**src/include/tlbArb_settings.svh**
```systemverilog
// ====================
// Build constants for the lookup request arbiter
// Included by the package, the RTL and the testbench
// ====================

`ifndef TLBARB_SETTINGS_SVH
`define TLBARB_SETTINGS_SVH

// ====================
// Payload widths

// Array identifier
`define TLBARB_TLBID_W 4

// Page number field
`define TLBARB_ADDR_W 20

// ====================
// Arbitration

// Width of one grant count
`define TLBARB_GCNT_W 3

// Fixed run length for invalidation
`define TLBARB_INV_GCNT 4

// Sources in index order inv, fill, pendQ, cbHi, cbLo
`define TLBARB_NUM_SRC 5

// ====================
// Miss FIFO

// Credits available after reset
`define TLBARB_MISS_DEPTH 8

`endif

```
**src/design/tlbArbPkg.sv**
```systemverilog
// ====================
// Shared types for the lookup request arbiter
// Modules import it inside their bodies
// ====================

`default_nettype none

`include "tlbArb_settings.svh"

package tlbArbPkg;

   // ====================
   // Payload fields

   // Array identifier
   typedef logic [`TLBARB_TLBID_W-1:0] tlbIdT;

   // Page number
   typedef logic [`TLBARB_ADDR_W-1:0] pageAddrT;

   // Back-to-back grant limit per source
   typedef logic [`TLBARB_GCNT_W-1:0] grantCntT;

   // Holds 0 up to the full FIFO depth
   typedef logic [$clog2(`TLBARB_MISS_DEPTH):0] creditT;

   // ====================
   // Sources

   // One bit per source, bit 0 is invalidation
   typedef logic [`TLBARB_NUM_SRC-1:0] srcVecT;

   // Index into srcVecT
   typedef logic [$clog2(`TLBARB_NUM_SRC)-1:0] srcIdxT;

   localparam srcIdxT srcInv   = 3'd0;
   localparam srcIdxT srcFill  = 3'd1;
   localparam srcIdxT srcPendQ = 3'd2;
   localparam srcIdxT srcCbHi  = 3'd3;
   localparam srcIdxT srcCbLo  = 3'd4;

   // Lookup pipeline operation
   typedef enum logic [1:0] {
      opTranslate  = 2'd0,
      opUarchInval = 2'd1,
      opFill       = 2'd2,
      opInval      = 2'd3
   } tlbOpcodeT;

endpackage

`default_nettype wire

```
**src/design/arbOutputStage.sv**
```systemverilog
// ====================
// Winner payload mux and the single output register
// Output trails the grant by exactly one cycle
// ====================

`timescale 1ns/1ns
`default_nettype none

`include "tlbArb_settings.svh"

module arbOutputStage (
   input  logic                 clk,
   input  logic                 rstN,
   input  tlbArbPkg::srcVecT    gntVec,
   input  tlbArbPkg::tlbIdT     invTlbId,
   input  tlbArbPkg::pageAddrT  invAddr,
   input  tlbArbPkg::tlbIdT     fillTlbId,
   input  tlbArbPkg::pageAddrT  fillAddr,
   input  tlbArbPkg::tlbIdT     pendQTlbId,
   input  tlbArbPkg::pageAddrT  pendQAddr,
   input  tlbArbPkg::tlbOpcodeT pendQOpcode,
   input  tlbArbPkg::tlbIdT     cbHiTlbId,
   input  tlbArbPkg::pageAddrT  cbHiAddr,
   input  tlbArbPkg::tlbOpcodeT cbHiOpcode,
   input  tlbArbPkg::tlbIdT     cbLoTlbId,
   input  tlbArbPkg::pageAddrT  cbLoAddr,
   input  tlbArbPkg::tlbOpcodeT cbLoOpcode,
   output logic                 outValid,
   output tlbArbPkg::srcVecT    outSrc,
   output tlbArbPkg::tlbIdT     outTlbId,
   output tlbArbPkg::pageAddrT  outAddr,
   output tlbArbPkg::tlbOpcodeT outOpcode
);
   import tlbArbPkg::*;

   tlbIdT     selTlbId;
   pageAddrT  selAddr;
   tlbOpcodeT selOpcode;

   // Grant is one-hot, invalidation is the fallthrough
   always_comb begin
      selTlbId  = invTlbId;
      selAddr   = invAddr;
      selOpcode = opInval;
      if (gntVec[srcFill]) begin
         selTlbId  = fillTlbId;
         selAddr   = fillAddr;
         selOpcode = opFill;
      end else if (gntVec[srcPendQ]) begin
         selTlbId  = pendQTlbId;
         selAddr   = pendQAddr;
         selOpcode = pendQOpcode;
      end else if (gntVec[srcCbHi]) begin
         selTlbId  = cbHiTlbId;
         selAddr   = cbHiAddr;
         selOpcode = cbHiOpcode;
      end else if (gntVec[srcCbLo]) begin
         selTlbId  = cbLoTlbId;
         selAddr   = cbLoAddr;
         selOpcode = cbLoOpcode;
      end
   end

   // ====================
   // Output register

   always_ff @(posedge clk or negedge rstN) begin
      if (!rstN) begin
         outValid <= 1'b0;
         outSrc   <= '0;
      end else begin
         outValid <= |gntVec;
         outSrc   <= gntVec;
      end
   end

   // Payload only loads on a grant
   always_ff @(posedge clk) begin
      if (|gntVec) begin
         outTlbId  <= selTlbId;
         outAddr   <= selAddr;
         outOpcode <= selOpcode;
      end
   end

   // Next cycle carries one source, with the forced opcodes for inv and fill
   outFollowsGntA : assert property (@(posedge clk) disable iff (!rstN)
      (|gntVec) |=> (outValid && $onehot(outSrc)
                     && (!outSrc[srcInv] || (outOpcode == opInval))
                     && (!outSrc[srcFill] || (outOpcode == opFill))));

endmodule

`default_nettype wire

```
**src/design/missCreditTracker.sv**
```systemverilog
// ====================
// Miss FIFO credit pool for the three translation sources
// Direct returns land at once, response returns drain one per cycle
// ====================

`timescale 1ns/1ns
`default_nettype none

`include "tlbArb_settings.svh"

module missCreditTracker (
   input  logic              clk,
   input  logic              rstN,
   input  tlbArbPkg::srcVecT gntVec,
   input  logic              msfifoCrdRet,
   input  logic              respCrdRet,
   output logic              xreqReady
);
   import tlbArbPkg::*;

   // Current credits and deferred returns
   creditT crdCnt;
   creditT accCnt;
   creditT crdNxt;
   creditT accNxt;

   logic   xreqGranted;
   logic   accDrain;
   logic   crdInc;

   // ====================
   // Next state

   always_comb begin
      // Any translation grant consumes a miss FIFO slot
      xreqGranted = gntVec[srcPendQ] | gntVec[srcCbHi] | gntVec[srcCbLo];

      // Deferred path only moves a credit when the direct path is idle
      accDrain = !msfifoCrdRet && (accCnt != '0);
      crdInc   = msfifoCrdRet || accDrain;

      accNxt = accCnt;
      if (respCrdRet && !accDrain) begin
         accNxt = accCnt + creditT'(1);
      end else if (!respCrdRet && accDrain) begin
         accNxt = accCnt - creditT'(1);
      end

      // Grant and return in one cycle cancel out
      crdNxt = crdCnt;
      if (crdInc && !xreqGranted) begin
         crdNxt = crdCnt + creditT'(1);
      end else if (!crdInc && xreqGranted) begin
         crdNxt = crdCnt - creditT'(1);
      end
   end

   always_ff @(posedge clk or negedge rstN) begin
      if (!rstN) begin
         crdCnt <= creditT'(`TLBARB_MISS_DEPTH);
         accCnt <= '0;
      end else begin
         crdCnt <= crdNxt;
         accCnt <= accNxt;
      end
   end

   // Registered count, so a change shows up one cycle later
   assign xreqReady = (crdCnt != '0);

   // ====================
   // Checks

   crdBoundA : assert property (@(posedge clk) disable iff (!rstN)
      crdCnt <= creditT'(`TLBARB_MISS_DEPTH));

   // Arbiter must honour xreqReady
   noGntWithoutCrdA : assert property (@(posedge clk) disable iff (!rstN)
      xreqGranted |-> (crdCnt != '0));

endmodule

`default_nettype wire

```
**src/design/tlbConflictFilter.sv**
```systemverilog
// ====================
// Request masking against an array write in flight
// Invalidation requests always pass
// ====================

`timescale 1ns/1ns
`default_nettype none

`include "tlbArb_settings.svh"

module tlbConflictFilter (
   input  logic              invPipeV,
   input  logic              fillPipeV,
   input  logic              pendQPipeV,
   input  logic              cbHiPipeV,
   input  logic              cbLoPipeV,
   input  tlbArbPkg::tlbIdT  fillTlbId,
   input  tlbArbPkg::tlbIdT  pendQTlbId,
   input  tlbArbPkg::tlbIdT  cbHiTlbId,
   input  tlbArbPkg::tlbIdT  cbLoTlbId,
   input  logic              blkValid,
   input  logic              blkIsFill,
   input  logic              blkIsInval,
   input  logic              invBlockDma,
   input  tlbArbPkg::tlbIdT  blkTlbId,
   output tlbArbPkg::srcVecT reqVec
);
   import tlbArbPkg::*;

   // Write in progress that a read could collide with
   logic blkAnyWrite;
   // Eviction style write, also unsafe for a fill
   logic blkInvWrite;

   logic pendQHit;
   logic cbHiHit;
   logic cbLoHit;
   logic fillHit;

   always_comb begin
      blkAnyWrite = blkValid && (blkIsFill || blkIsInval);
      blkInvWrite = blkValid && blkIsInval;

      // Same array as the pending write
      pendQHit = blkAnyWrite && (pendQTlbId == blkTlbId);
      cbHiHit  = blkAnyWrite && (cbHiTlbId == blkTlbId);
      cbLoHit  = blkAnyWrite && (cbLoTlbId == blkTlbId);
      fillHit  = blkInvWrite && (fillTlbId == blkTlbId);
   end

   // ====================
   // Filtered request vector

   always_comb begin
      reqVec = '0;

      // Invalidation is never held back
      reqVec[srcInv]   = invPipeV;
      reqVec[srcFill]  = fillPipeV && !fillHit;

      // DMA block from the invalidation engine stops all translations
      reqVec[srcPendQ] = pendQPipeV && !(invBlockDma || pendQHit);
      reqVec[srcCbHi]  = cbHiPipeV && !(invBlockDma || cbHiHit);
      reqVec[srcCbLo]  = cbLoPipeV && !(invBlockDma || cbLoHit);
   end

endmodule

`default_nettype wire

```
**src/design/tlbReqArbiter.sv**
```systemverilog
// ====================
// Lookup pipeline request arbiter, top level
// Credit tracker and conflict filter feed the weighted arbiter
// ====================

`timescale 1ns/1ns
`default_nettype none

`include "tlbArb_settings.svh"

module tlbReqArbiter (
   input  logic                 clk,
   input  logic                 rstN,
   // Invalidation
   input  logic                 invPipeV,
   input  tlbArbPkg::tlbIdT     invTlbId,
   input  tlbArbPkg::pageAddrT  invAddr,
   output logic                 invGnt,
   // Fill
   input  logic                 fillPipeV,
   input  tlbArbPkg::tlbIdT     fillTlbId,
   input  tlbArbPkg::pageAddrT  fillAddr,
   output logic                 fillGnt,
   // Pending queue replay
   input  logic                 pendQPipeV,
   input  tlbArbPkg::tlbIdT     pendQTlbId,
   input  tlbArbPkg::pageAddrT  pendQAddr,
   input  tlbArbPkg::tlbOpcodeT pendQOpcode,
   output logic                 pendQGnt,
   // New requests, high and low priority
   input  logic                 cbHiPipeV,
   input  tlbArbPkg::tlbIdT     cbHiTlbId,
   input  tlbArbPkg::pageAddrT  cbHiAddr,
   input  tlbArbPkg::tlbOpcodeT cbHiOpcode,
   output logic                 cbHiGnt,
   input  logic                 cbLoPipeV,
   input  tlbArbPkg::tlbIdT     cbLoTlbId,
   input  tlbArbPkg::pageAddrT  cbLoAddr,
   input  tlbArbPkg::tlbOpcodeT cbLoOpcode,
   output logic                 cbLoGnt,
   // Grant counts
   input  tlbArbPkg::grantCntT  fillGCnt,
   input  tlbArbPkg::grantCntT  pendQGCnt,
   input  tlbArbPkg::grantCntT  hiGCnt,
   input  tlbArbPkg::grantCntT  loGCnt,
   // Credit returns
   input  logic                 msfifoCrdRet,
   input  logic                 respCrdRet,
   // Array write and DMA blocking
   input  logic                 blkValid,
   input  tlbArbPkg::tlbIdT     blkTlbId,
   input  logic                 blkIsFill,
   input  logic                 blkIsInval,
   input  logic                 invBlockDma,
   // To the lookup pipeline
   output logic                 outValid,
   output tlbArbPkg::srcVecT    outSrc,
   output tlbArbPkg::tlbIdT     outTlbId,
   output tlbArbPkg::pageAddrT  outAddr,
   output tlbArbPkg::tlbOpcodeT outOpcode
);
   import tlbArbPkg::*;

   srcVecT reqVec;
   srcVecT gntVec;
   logic   xreqReady;

   missCreditTracker uCrd (
      .clk(clk), .rstN(rstN), .gntVec(gntVec),
      .msfifoCrdRet(msfifoCrdRet), .respCrdRet(respCrdRet), .xreqReady(xreqReady)
   );

   tlbConflictFilter uFilt (
      .invPipeV(invPipeV), .fillPipeV(fillPipeV), .pendQPipeV(pendQPipeV),
      .cbHiPipeV(cbHiPipeV), .cbLoPipeV(cbLoPipeV),
      .fillTlbId(fillTlbId), .pendQTlbId(pendQTlbId),
      .cbHiTlbId(cbHiTlbId), .cbLoTlbId(cbLoTlbId),
      .blkValid(blkValid), .blkIsFill(blkIsFill), .blkIsInval(blkIsInval),
      .invBlockDma(invBlockDma), .blkTlbId(blkTlbId), .reqVec(reqVec)
   );

   weightedRrArbiter uArb (
      .clk(clk), .rstN(rstN), .reqVec(reqVec), .xreqReady(xreqReady),
      .fillGCnt(fillGCnt), .pendQGCnt(pendQGCnt), .hiGCnt(hiGCnt), .loGCnt(loGCnt),
      .gntVec(gntVec)
   );

   arbOutputStage uOut (
      .clk(clk), .rstN(rstN), .gntVec(gntVec),
      .invTlbId(invTlbId), .invAddr(invAddr),
      .fillTlbId(fillTlbId), .fillAddr(fillAddr),
      .pendQTlbId(pendQTlbId), .pendQAddr(pendQAddr), .pendQOpcode(pendQOpcode),
      .cbHiTlbId(cbHiTlbId), .cbHiAddr(cbHiAddr), .cbHiOpcode(cbHiOpcode),
      .cbLoTlbId(cbLoTlbId), .cbLoAddr(cbLoAddr), .cbLoOpcode(cbLoOpcode),
      .outValid(outValid), .outSrc(outSrc), .outTlbId(outTlbId),
      .outAddr(outAddr), .outOpcode(outOpcode)
   );

   // Grants go back to the sources in the same cycle
   assign invGnt   = gntVec[srcInv];
   assign fillGnt  = gntVec[srcFill];
   assign pendQGnt = gntVec[srcPendQ];
   assign cbHiGnt  = gntVec[srcCbHi];
   assign cbLoGnt  = gntVec[srcCbLo];

endmodule

`default_nettype wire

```
**src/design/weightedRrArbiter.sv**
```systemverilog
// ====================
// Weighted round-robin over the five filtered requests
// Owner may hold the slot for up to its grant count
// ====================

`timescale 1ns/1ns
`default_nettype none

`include "tlbArb_settings.svh"

module weightedRrArbiter (
   input  logic                clk,
   input  logic                rstN,
   input  tlbArbPkg::srcVecT   reqVec,
   input  logic                xreqReady,
   input  tlbArbPkg::grantCntT fillGCnt,
   input  tlbArbPkg::grantCntT pendQGCnt,
   input  tlbArbPkg::grantCntT hiGCnt,
   input  tlbArbPkg::grantCntT loGCnt,
   output tlbArbPkg::srcVecT   gntVec
);
   import tlbArbPkg::*;

   // Last winner and how many grants it took in a row
   srcIdxT   owner;
   grantCntT runCnt;

   grantCntT gCnt [`TLBARB_NUM_SRC];
   srcVecT   eligible;
   logic     keepOwner;
   logic     gntFound;
   srcIdxT   gntIdx;

   // Cyclic step upward from base
   function automatic srcIdxT nextIdx(input srcIdxT base, input int step);
      int sum;
      sum = int'(base) + step;
      if (sum >= `TLBARB_NUM_SRC) begin
         sum = sum - `TLBARB_NUM_SRC;
      end
      return srcIdxT'(sum);
   endfunction

   always_comb begin
      gCnt[srcInv]   = grantCntT'(`TLBARB_INV_GCNT);
      gCnt[srcFill]  = fillGCnt;
      gCnt[srcPendQ] = pendQGCnt;
      gCnt[srcCbHi]  = hiGCnt;
      gCnt[srcCbLo]  = loGCnt;
   end

   // ====================
   // Grant selection

   always_comb begin
      eligible = reqVec;
      // No miss FIFO slot, so translations sit out
      if (!xreqReady) begin
         eligible[srcPendQ] = 1'b0;
         eligible[srcCbHi]  = 1'b0;
         eligible[srcCbLo]  = 1'b0;
      end

      keepOwner = eligible[owner] && (runCnt < gCnt[owner]);
      gntFound  = keepOwner;
      gntIdx    = owner;

      // Search after the owner, the owner itself comes last
      if (!keepOwner) begin
         for (int k = 1; k <= `TLBARB_NUM_SRC; k++) begin
            if (!gntFound && eligible[nextIdx(owner, k)]) begin
               gntFound = 1'b1;
               gntIdx   = nextIdx(owner, k);
            end
         end
      end

      gntVec = '0;
      if (gntFound) begin
         gntVec[gntIdx] = 1'b1;
      end
   end

   always_ff @(posedge clk or negedge rstN) begin
      if (!rstN) begin
         // Saturated run on the last index, so the first search starts at 0
         owner  <= srcCbLo;
         runCnt <= '1;
      end else if (gntFound) begin
         owner  <= gntIdx;
         runCnt <= keepOwner ? runCnt + grantCntT'(1) : grantCntT'(1);
      end
   end

   // ====================
   // Checks

   gntOneHotA : assert property (@(posedge clk) disable iff (!rstN)
      $onehot0(gntVec) && ((gntVec & ~reqVec) == '0));

   // Grant counts come from configuration outside the arbiter
   gCntNonZeroA : assert property (@(posedge clk) disable iff (!rstN)
      (fillGCnt != '0) && (pendQGCnt != '0) && (hiGCnt != '0) && (loGCnt != '0));

endmodule

`default_nettype wire

```
**config.mk**
```make
export PLATFORM = sky130hd
export DESIGN_NAME = tlbReqArbiter
export DESIGN_NICKNAME = d
export VERILOG_FILES = /design/src/design/tlbArbPkg.sv /design/src/design/arbOutputStage.sv /design/src/design/missCreditTracker.sv /design/src/design/tlbConflictFilter.sv /design/src/design/tlbReqArbiter.sv /design/src/design/weightedRrArbiter.sv
export VERILOG_INCLUDE_DIRS = /design/src /design/src/include
export SDC_FILE = /design/constraint.sdc
export NUM_CORES = 1
export LEC_CHECK = 0
export ABC_CLOCK_PERIOD_IN_PS = 6900
export BUFFER_PORTS_ARGS = -buffer_cell sky130_fd_sc_hd__buf_2
export CAP_MARGIN = 20
export CORE_MARGIN = 2
export CORE_UTILIZATION = 48
export DETAILED_ROUTE_END_ITERATION = 6
export PLACE_DENSITY = 0.9
export SKIP_CTS_REPAIR_TIMING = 1
export SLEW_MARGIN = 15
export SYNTH_ARGS = -nofsm -noshare
export SYNTH_HDL_FRONTEND = slang
export SYNTH_SLANG_ARGS = --single-unit
```
**constraint.sdc**
```tcl
create_clock -name clk -period 6.9 [get_ports clk]
set_input_delay 0.69 -clock clk [delete_from_list [all_inputs] [get_ports clk]]
set_output_delay 0.69 -clock clk [all_outputs]
set_load 0.005 [all_outputs]
```
Word level (Yosys, flattened, before mapping):

Cells that the tools add are included.

* bits of input ports: 155
* register bits: 46
* output and inout bits: 37

* add/sub/neg operators: 15
* reduce and logical (&&, ||, !) cells: 46
* bitwise operators: 3
* muxes and demuxes: 61
* eq/ne operators: 4
* magnitude comparators: 15

Operators by type and width (number)
* two-way mux 20 bit: 4
* two-way mux 3 bit: 20
* two-way mux 4 bit: 8
* less-than comparator 3 x 4 -> 1 bit, second input constant: 7
* logical AND 1 bit: 22
* greater-or-equal comparator 4 x 3 -> 1 bit, second input constant: 5
* binary-select mux 1 bit (select 3 bit): 6
* two-way mux 1 bit: 17
* == test 4 bit: 4
* subtractor 3 bit, second input constant: 5
* logical NOT 1 bit: 14
* binary-select mux 3 bit (select 3 bit): 1
* adder 3 x 2 -> 4 bit, second input constant: 2
* adder 3 x 3 -> 4 bit, second input constant: 2
* adder 4 x 1 -> 4 bit, second input constant: 2
* nonzero test 4 bit: 2
* subtractor 4 x 1 -> 4 bit, second input constant: 2
* two-way mux 2 bit: 3
* logical OR 1 bit: 5
* two-way mux 5 bit: 1
* OR reduction 5 bit: 1
* adder 3 x 1 -> 4 bit, second input constant: 1
* greater-or-equal comparator 4 bit, second input constant: 1
* inverter 3 -> 4 bit: 1
* 6 further kinds: 8

Longest topological paths before layout:

Gate-level depths: netlist of run 1.

* depth after elaboration: 42
* mapped depth: 28

Modules after synthesis:

A second synthesis of run 1 with hierarchy kept.

* cell total of the unflattened synthesis: 477
* area, all modules: 4396.7 um^2

Modules (own cells, without submodules)
* arbOutputStage: area each 1794.2 um^2, instances 1, cells each 158, seq. area each 930.9 um^2
* weightedRrArbiter: area each 1741.7 um^2, instances 1, cells each 231, seq. area each 155.1 um^2
* missCreditTracker: area each 640.6 um^2, instances 1, cells each 61, seq. area each 201.4 um^2
* tlbConflictFilter: area each 220.2 um^2, instances 1, cells each 27, seq. area each 0.0 um^2

Worst setup path before layout of run 1:

Ideal clock, no wire load.

* kind: reg-to-reg
* start: reg uArb.owner[0]
* end: reg uCrd.crdCnt[3]
* path slack: 1100 ps
* arrival time: 5718 ps
* required time: 6817 ps
* library setup time: 83 ps
* stages on the path, launching flop included: 27
* clock period less this slack: 5800 ps
* cells stage by stage: dfrtp_1 inv_1 clkbuf_1 ha_1 inv_1 fa_1 or3_1 and2_1 a32oi_1 o211ai_1 nor3_1 and2_1 clkinv_1 o211ai_2 or2_1 buf_4 buf_4 nor2_1 nor2_1 ha_1 inv_1 ha_1 a21o_1 a21oi_1 xnor2_1 nor2_1 xor2_1

* elaborated cells on any way between the ends: 82
* classes of those cells: add/sub: 10; order compare: 8; mux: 45; bitwise: 3; reduce/logical: 16

RTL lines
* start, declared: RTL line weightedRrArbiter.sv:25 `srcIdxT owner;`
* start signal, assigned: RTL line weightedRrArbiter.sv:87 `owner <= srcCbLo;`
* start signal, assigned: RTL line weightedRrArbiter.sv:90 `owner <= gntIdx;`
* parallel branches: the longest is 30 deep, another holds adder 3 x 1 -> 4 bit
* two-way mux 5 bit *: RTL line weightedRrArbiter.sv:79 `if (gntFound) begin`
* net cbLoGnt: RTL line tlbReqArbiter.sv:40 `output logic cbLoGnt,`
* OR 1 bit *: RTL line missCreditTracker.sv:36 `xreqGranted = gntVec[srcPendQ] | gntVec[srcCbHi] | gntVec[srcCbLo];`
* logical NOT 1 bit: RTL line missCreditTracker.sv:51 `if (crdInc && !xreqGranted) begin`
* logical AND 1 bit: RTL line missCreditTracker.sv:51
* two-way mux 4 bit or nonzero test 2 bit (tied branches)
* end signal, assigned: RTL line missCreditTracker.sv:60 `` crdCnt <= creditT'(`TLBARB_MISS_DEPTH); ``
* end signal, assigned: RTL line missCreditTracker.sv:63 `crdCnt <= crdNxt;`
* end, declared: RTL line missCreditTracker.sv:22 `creditT crdCnt;`

Mark *: on every way through the listed nets, which the timed path passes. The select of a mux whose other input is x is not followed.
A chain may end at the register's enable or synchronous reset.

Worst setup path after layout of run 1:

* start: reg uArb.owner[1]
* end: reg uCrd.crdCnt[3]

* word-level cells in the longest chain between the ends: 36
* elaborated cells on any way between the ends: 82
* classes of those cells: add/sub: 10; order compare: 8; mux: 45; bitwise: 3; reduce/logical: 16

Ends and longest elaborated chain (RTL line)
* parallel branches: the longest is 30 deep, another holds adder 3 x 1 -> 4 bit
* two-way mux 5 bit *: weightedRrArbiter.sv:79
* OR 1 bit: missCreditTracker.sv:36
* OR 1 bit *: missCreditTracker.sv:36
* logical NOT 1 bit: missCreditTracker.sv:51
* logical AND 1 bit: missCreditTracker.sv:51
* two-way mux 4 bit or nonzero test 2 bit (tied branches)

Mark *: on every way between the ends. The select of a mux whose other input is x is not followed.

==> flow_summary.json, run 1 <==
{
  "grt_pass1_vias": 4851,
  "viasPerCell": 6.392,
  "synth_top_flop_cell": "edfxtp_1",
  "dp_hpwl_um": 12290,
  "h-tree-depth": 2,
  "end_kind": "flop",
  "syn_area_um2": 4257,
  "clock_path_buffers": 2,
  "cts_buffers": 5,
  "track_usage": 0.3162,
  "ys_seq_area_frac": 0.3025,
  "grt_pass1_wl_um": 24500,
  "vias": 4954,
  "grt_setup_unrepaired": "false",
  "required_ns": 7.13,
  "crit_fanout": 20,
  "layout_commonest_cell": "buf_2",
  "areaGrowthSynthToFinish_pct": 25.43,
  "outcome": "complete, no violations",
  "synthAdderAreaFrac": 0.06996,
  "path_clk_slew_ns": 0.09,
  "yosys.area_share.xor_xnor": 0.05350,
  "drt_iter0_markers": 435,
  "worst_pin_slew_ns": 0.8116,
  "nets": 842,
  "ant_nets": 0,
  "regArea_um2": 1287,
  "slew_viol_final": 0,
  "die_height_um": 98.17,
  "synth_compound_area_frac": 0.3216,
  "synth_top_family_by_area": "compound AO/OA/AOI/OAI gates",
  "gp_congestion": 1.008,
  "multiInputGateArea_um2": 2736,
  "die_area_um2": 9637,
  "syn_area_per_cell_um2": 8.599,
  "fin_skew_ns": 0.009702,
  "ys_ff_latch": 46,
  "max_cap_viol_count": 0,
  "setup_viol": 0,
  "wl_per_cell_um": 20.55,
  "worstSetupStartpointType": "flop",
  "tns_ns": 0,
  "routed_wl_um": 15920,
  "cts_root_buf": "clkbuf_8",
  "finalHoldViolations": 0,
  "num-fill-cells": 761,
  "antenna_found_initial": 1,
  "synthArstFlopShare": 0.4348,
  "min_path_type": "in -> async",
  "synth.distinct_cells": 74,
  "route.detailed.drc": 0,
  "overflow": 0,
  "io_pins": 192,
  "min_period_over_period": 0.8704,
  "syn_nets": 672,
  "synth_mux_area_frac": 0.03233,
  "start_util": 0.4905,
  "synth-edff-count": 26,
  "worstSkewPairLatency_ns": 0.30,
  "period_minus_slack_ns": 6.006,
  "fmax_ghz": 0.1665,
  "synthSimpleGateAreaFrac": 0.1655,
  "cts.sinks": 46,
  "die_w_um": 98.17,
  "grt_max_degree": 36,
  "core.rowCount": 34,
  "cts_tree": "built",
  "relSlewSlack": 0.4590,
  "coreArea_um2": 8678,
  "cp_data_arrival_time_ns": 6.23,
  "mostFrequentLayoutCells": "191 x buf_2, 43 x o21ai_0, 31 x nand3_1, 31 x a31oi_1, 27 x o211ai_1",
  "drive_gt1_frac": 0.3423,
  "critPathKind": "reg -> reg",
  "synthCells": 495,
  "drtPass1Iterations": 6,
  "yosysWarnings": 0,
  "io_buffer_count": 191
}
==> worst max-delay path, stage by stage, from the launching register on <==
cell	delay (ns)
dfrtp_1	0.78
inv_1	0.38
ha_1	0.29
ha_1	0.42
a211oi_1	0.34
nor3_1	0.15
or3_1	0.36
a311oi_1	0.63
nor3_1	0.22
a41oi_2	0.32
o211ai_2	0.19
or2_1	0.28
nor2_1	0.18
nor2_1	0.08
ha_1	0.22
inv_1	0.11
ha_1	0.24
a21o_1	0.17
a21oi_1	0.18
xnor2_1	0.09
nor2_1	0.12
xor2_1	0.16
==> cells in the mapped netlist (12+ instances only) <==
master,n,area (µm²)
o21ai_0,43,215.2
a21oi_1,15,75.07
ha_1,19,237.7
nand2_1,18,67.56
dfrtp_1,15,375.4
a31oi_1,31,193.9
xnor2_1,24,210.2
nor3_1,12,60.06
clkbuf_1,22,82.58
nor2_1,25,93.84
inv_1,15,56.30
o211ai_1,27,202.7
nand2b_1,12,75.07
edfxtp_1,26,780.8
o22ai_1,25,156.4
nand3_1,31,155.2
==> cell families (layout without fill, tap and decap cells) <==
family / Yosys count / in the layout
XOR/XNOR: 26 / 26
other: 0 / 1
AND/OR/NAND/NOR: 135 / 135
buffers and inverters: 54 / 225
adder cells (fa/ha/maj): 22 / 22
multiplexers: 12 / 12
flip-flops: 46 / 46
AO/OA/AOI/OAI: 200 / 200
==> layer usage <==
metal	GRT usage	part of all wire	vias to the layer above	routed length (µm)
met4	0.1317	0.041	0	655
li1	-	-	2283	-
met1	0.4010	0.39	2281	6161
met3	0.05798	0.095	60	1520
met2	0.5321	0.48	330	7587
met5	0	0	-	0
==> layout make-up <==
class,count,share of cell area
multi-input cells,395,0.5125
repair buffers,200,0.1917
flip-flops and latches,46,0.2412
well taps,108,0.02531
diodes,1,0.0004687
clock buffers,8,0.01687
inverters,17,0.01195
==> sequential cells by signal (all words and copies together), names as in the netlist <==
name,count
uOut.outSrc,5
uArb.runCnt,3
uArb.owner,3
uOut.outOpcode,2
uOut.outAddr,20
uOut.outTlbId,4
uCrd.crdCnt,4
uCrd.accCnt,4
uOut.outValid,1
==> per-stage QoR <==
step | hold WS [ns] | util | cell area, µm² | instances | setup WS (ns)
after floorplan | 0.3944 | - | 4257 | 495 | 1.100
after global placement | 0.4641 | 0.6045 | 5246 | 766 | 1.288
after detailed placement | 0.4832 | 0.6045 | 5246 | 766 | 1.058
after CTS | 0.3206 | 0.6149 | 5336 | 774 | 1.019
after global routing | 0.3364 | 0.6152 | 5339 | 775 | 0.4468
final | 0.3152 | 0.6152 | 5339 | 775 | 0.8941
==> worst paths after layout <==
kind                            slack, ns                          to                       start  cells after the start
max in group asynchronous            6.23  uArb.runCnt[0]$_DFFE_PN1P_                        rstN                      1
worst max register to register       0.89  uCrd.crdCnt[3]$_DFFE_PN1P_   uArb.owner[1]$_DFFE_PN0P_                     21
worst min-delay path                 0.32    uOut.outSrc[2]$_DFF_PN0_                        rstN                      1
worst min register to register       0.50  uCrd.accCnt[3]$_DFFE_PN0P_  uCrd.accCnt[3]$_DFFE_PN0P_                      1
worst max-delay path                 0.89  uCrd.crdCnt[3]$_DFFE_PN1P_   uArb.owner[1]$_DFFE_PN0P_                     21
min in group clk                     0.50  uCrd.accCnt[3]$_DFFE_PN0P_  uCrd.accCnt[3]$_DFFE_PN0P_                      1
Power of run 1 is not shown: default switching activity piles up to over one toggle a cycle in this logic, so the estimate is an artifact.
==> inputs of run 2 (changes only) <==
--- a/config.mk
+++ b/config.mk
@@ -6,10 +6,9 @@
 export SDC_FILE = /design/constraint.sdc
 export NUM_CORES = 1
 export LEC_CHECK = 0
-export ABC_CLOCK_PERIOD_IN_PS = 6900
+export ABC_CLOCK_PERIOD_IN_PS = 5600
 export BUFFER_PORTS_ARGS = -buffer_cell sky130_fd_sc_hd__buf_2
 export CAP_MARGIN = 20
-export CORE_MARGIN = 2
 export CORE_UTILIZATION = 48
 export DETAILED_ROUTE_END_ITERATION = 6
 export PLACE_DENSITY = 0.9
==> constraint.sdc (replaced) <==
create_clock -name clk -period 5.6 [get_ports clk]
set_input_delay 0.56 -clock clk [delete_from_list [all_inputs] [get_ports clk]]
set_output_delay 0.56 -clock clk [all_outputs]
set_load 0.005 [all_outputs]
==> run 2 against run 1 <==
- setup slack got worse by 0.65 ns
- hold slack got worse by 0.12 ns
- final area increased by 1.5%
- core utilization increased by 3.1 points
- largest cell class unchanged
==> flow_summary.json, run 2 (same netlist as run 1, synthesis figures left out) <==
{
  "outcome": "complete, no violations",
  "dp_slack_ns": 0.4549,
  "max_cap_viol_count": 0,
  "grt_max_degree": 35,
  "slew_viol_final": 0,
  "crit_slowest_cell": "or3b_2",
  "die_height_um": 96.17,
  "hold_ws_ns": 0.1961,
  "cp_data_arrival_time_ns": 4.79,
  "cts_buffers": 5,
  "fmax_ghz": 0.1869,
  "worst-path-buf-inv": 6,
  "io_pins": 192,
  "worst_slack_ns": 0.2486,
  "die_w_um": 96.17,
  "drive_gt1_frac": 0.3542,
  "ant_nets": 0,
  "largest_register": "uOut.outAddr",
  "critical_path.top_delay_family": "simple AND/OR/NAND/NOR gates",
  "viasPerCell": 6.559,
  "dp_hpwl_um": 11890,
  "worstSetupStartpointType": "flop",
  "path_clk_slew_ns": 0.09,
  "required_ns": 5.04,
  "grt_pass1_vias": 4705,
  "overflow": 0,
  "coreArea_um2": 8382,
  "num-fill-cells": 702,
  "mostFrequentLayoutCells": "191 x buf_2, 43 x o21ai_0, 31 x nand3_1, 31 x a31oi_1, 27 x o211ai_1",
  "vias": 5096,
  "drtPass1Iterations": 6,
  "clock_path_buffers": 2,
  "end_kind": "output port",
  "grt_setup_unrepaired": "false",
  "finalHoldViolations": 0,
  "regArea_um2": 1287,
  "antenna_cells": 0,
  "relSlewSlack": 0.4539,
  "track_usage": 0.3294,
  "multiInputGateArea_um2": 2743,
  "worst_pin_slew_ns": 0.8171,
  "setup_viol": 0,
  "nets": 848,
  "dp_cells": 769,
  "worstSkewPairLatency_ns": 0.31,
  "crit_fanout": 27,
  "start_util": 0.5078,
  "core.rowCount": 33,
  "tns_ns": 0,
  "min_path_type": "in -> async",
  "fin_skew_ns": 0.004313,
  "largestRegisters": "uOut.outAddr x20, uOut.outSrc x5",
  "wl_per_cell_um": 20.00,
  "cts.sinks": 46,
  "layout_commonest_cell": "buf_2",
  "critPathKind": "reg -> out",
  "crit_chain": "clkinvlp_4 -> ha_1 -> inv_1 -> fa_1 -> or3_1 -> nand2_1 -> mux2_2 -> o211a_1 -> or3b_2 -> a32oi_1 -> o31a_1 -> buf_6 -> clkinv_1 -> buf_4 -> nor2_1 -> buf_2",
  "antenna_found_initial": 0,
  "areaGrowthSynthToFinish_pct": 27.31,
  "grt_pass1_wl_um": 23100,
  "period_minus_slack_ns": 5.351,
  "cts_root_buf": "clkbuf_8",
  "critical_path.max_stage_delay_ns": 0.50,
  "io_buffer_count": 191,
  "routed_wl_um": 15540,
  "drt_iter0_markers": 598,
  "cts_tree": "built",
  "gp_congestion": 1.019,
  "largest_register_ffs": 20,
  "route.detailed.drc": 0,
  "min_period_over_period": 0.9556,
  "layoutNonFillerInstCount": 777,
  "die_area_um2": 9249,
  "h-tree-depth": 2
}
-- run 2: per-stage QoR --
step	util	instance area [µm²]
6_report	0.6465	5419
5_1_grt	0.6465	5419
4_1_cts	0.6449	5405
3_5_place_dp	0.6310	5289
3_3_place_gp	0.6310	5289
2_1_floorplan	-	4258
-- run 2: final timing paths --
check / cells after the start / to / from / slack (ns)
worst max register to register: 21 / uCrd.crdCnt[3]$_DFFE_PN1P_ / uArb.owner[0]$_DFFE_PN0P_ / 0.39
worst min register to register: 1 / uCrd.accCnt[3]$_DFFE_PN0P_ / uCrd.accCnt[3]$_DFFE_PN0P_ / 0.48
max in group asynchronous: 1 / uArb.owner[2]$_DFFE_PN1P_ / rstN / 5.05
worst min-delay path: 1 / uCrd.accCnt[2]$_DFFE_PN0P_ / rstN / 0.20
min in group clk: 1 / uCrd.accCnt[3]$_DFFE_PN0P_ / uCrd.accCnt[3]$_DFFE_PN0P_ / 0.48
worst max-delay path: 16 / invGnt / uArb.owner[0]$_DFFE_PN0P_ / 0.25
-- run 2: layout make-up --
| type | count | area share |
|---|---|---|
| inverters | 17 | 0.01270 |
| flip-flops and latches | 46 | 0.2376 |
| multi-input cells | 395 | 0.5061 |
| repair buffers | 206 | 0.1979 |
| clock inverters | 1 | 0.005541 |
| clock buffers | 7 | 0.01593 |
| well taps | 105 | 0.02424 |
-- run 2: routing by layer --
layer,global-route usage,wire length (µm)
met5,0,0
met4,0.1381,611
met3,0.06714,1809
met2,0.5154,7320
met1,0.4414,5799
Power of run 2 is left out for the same reason.
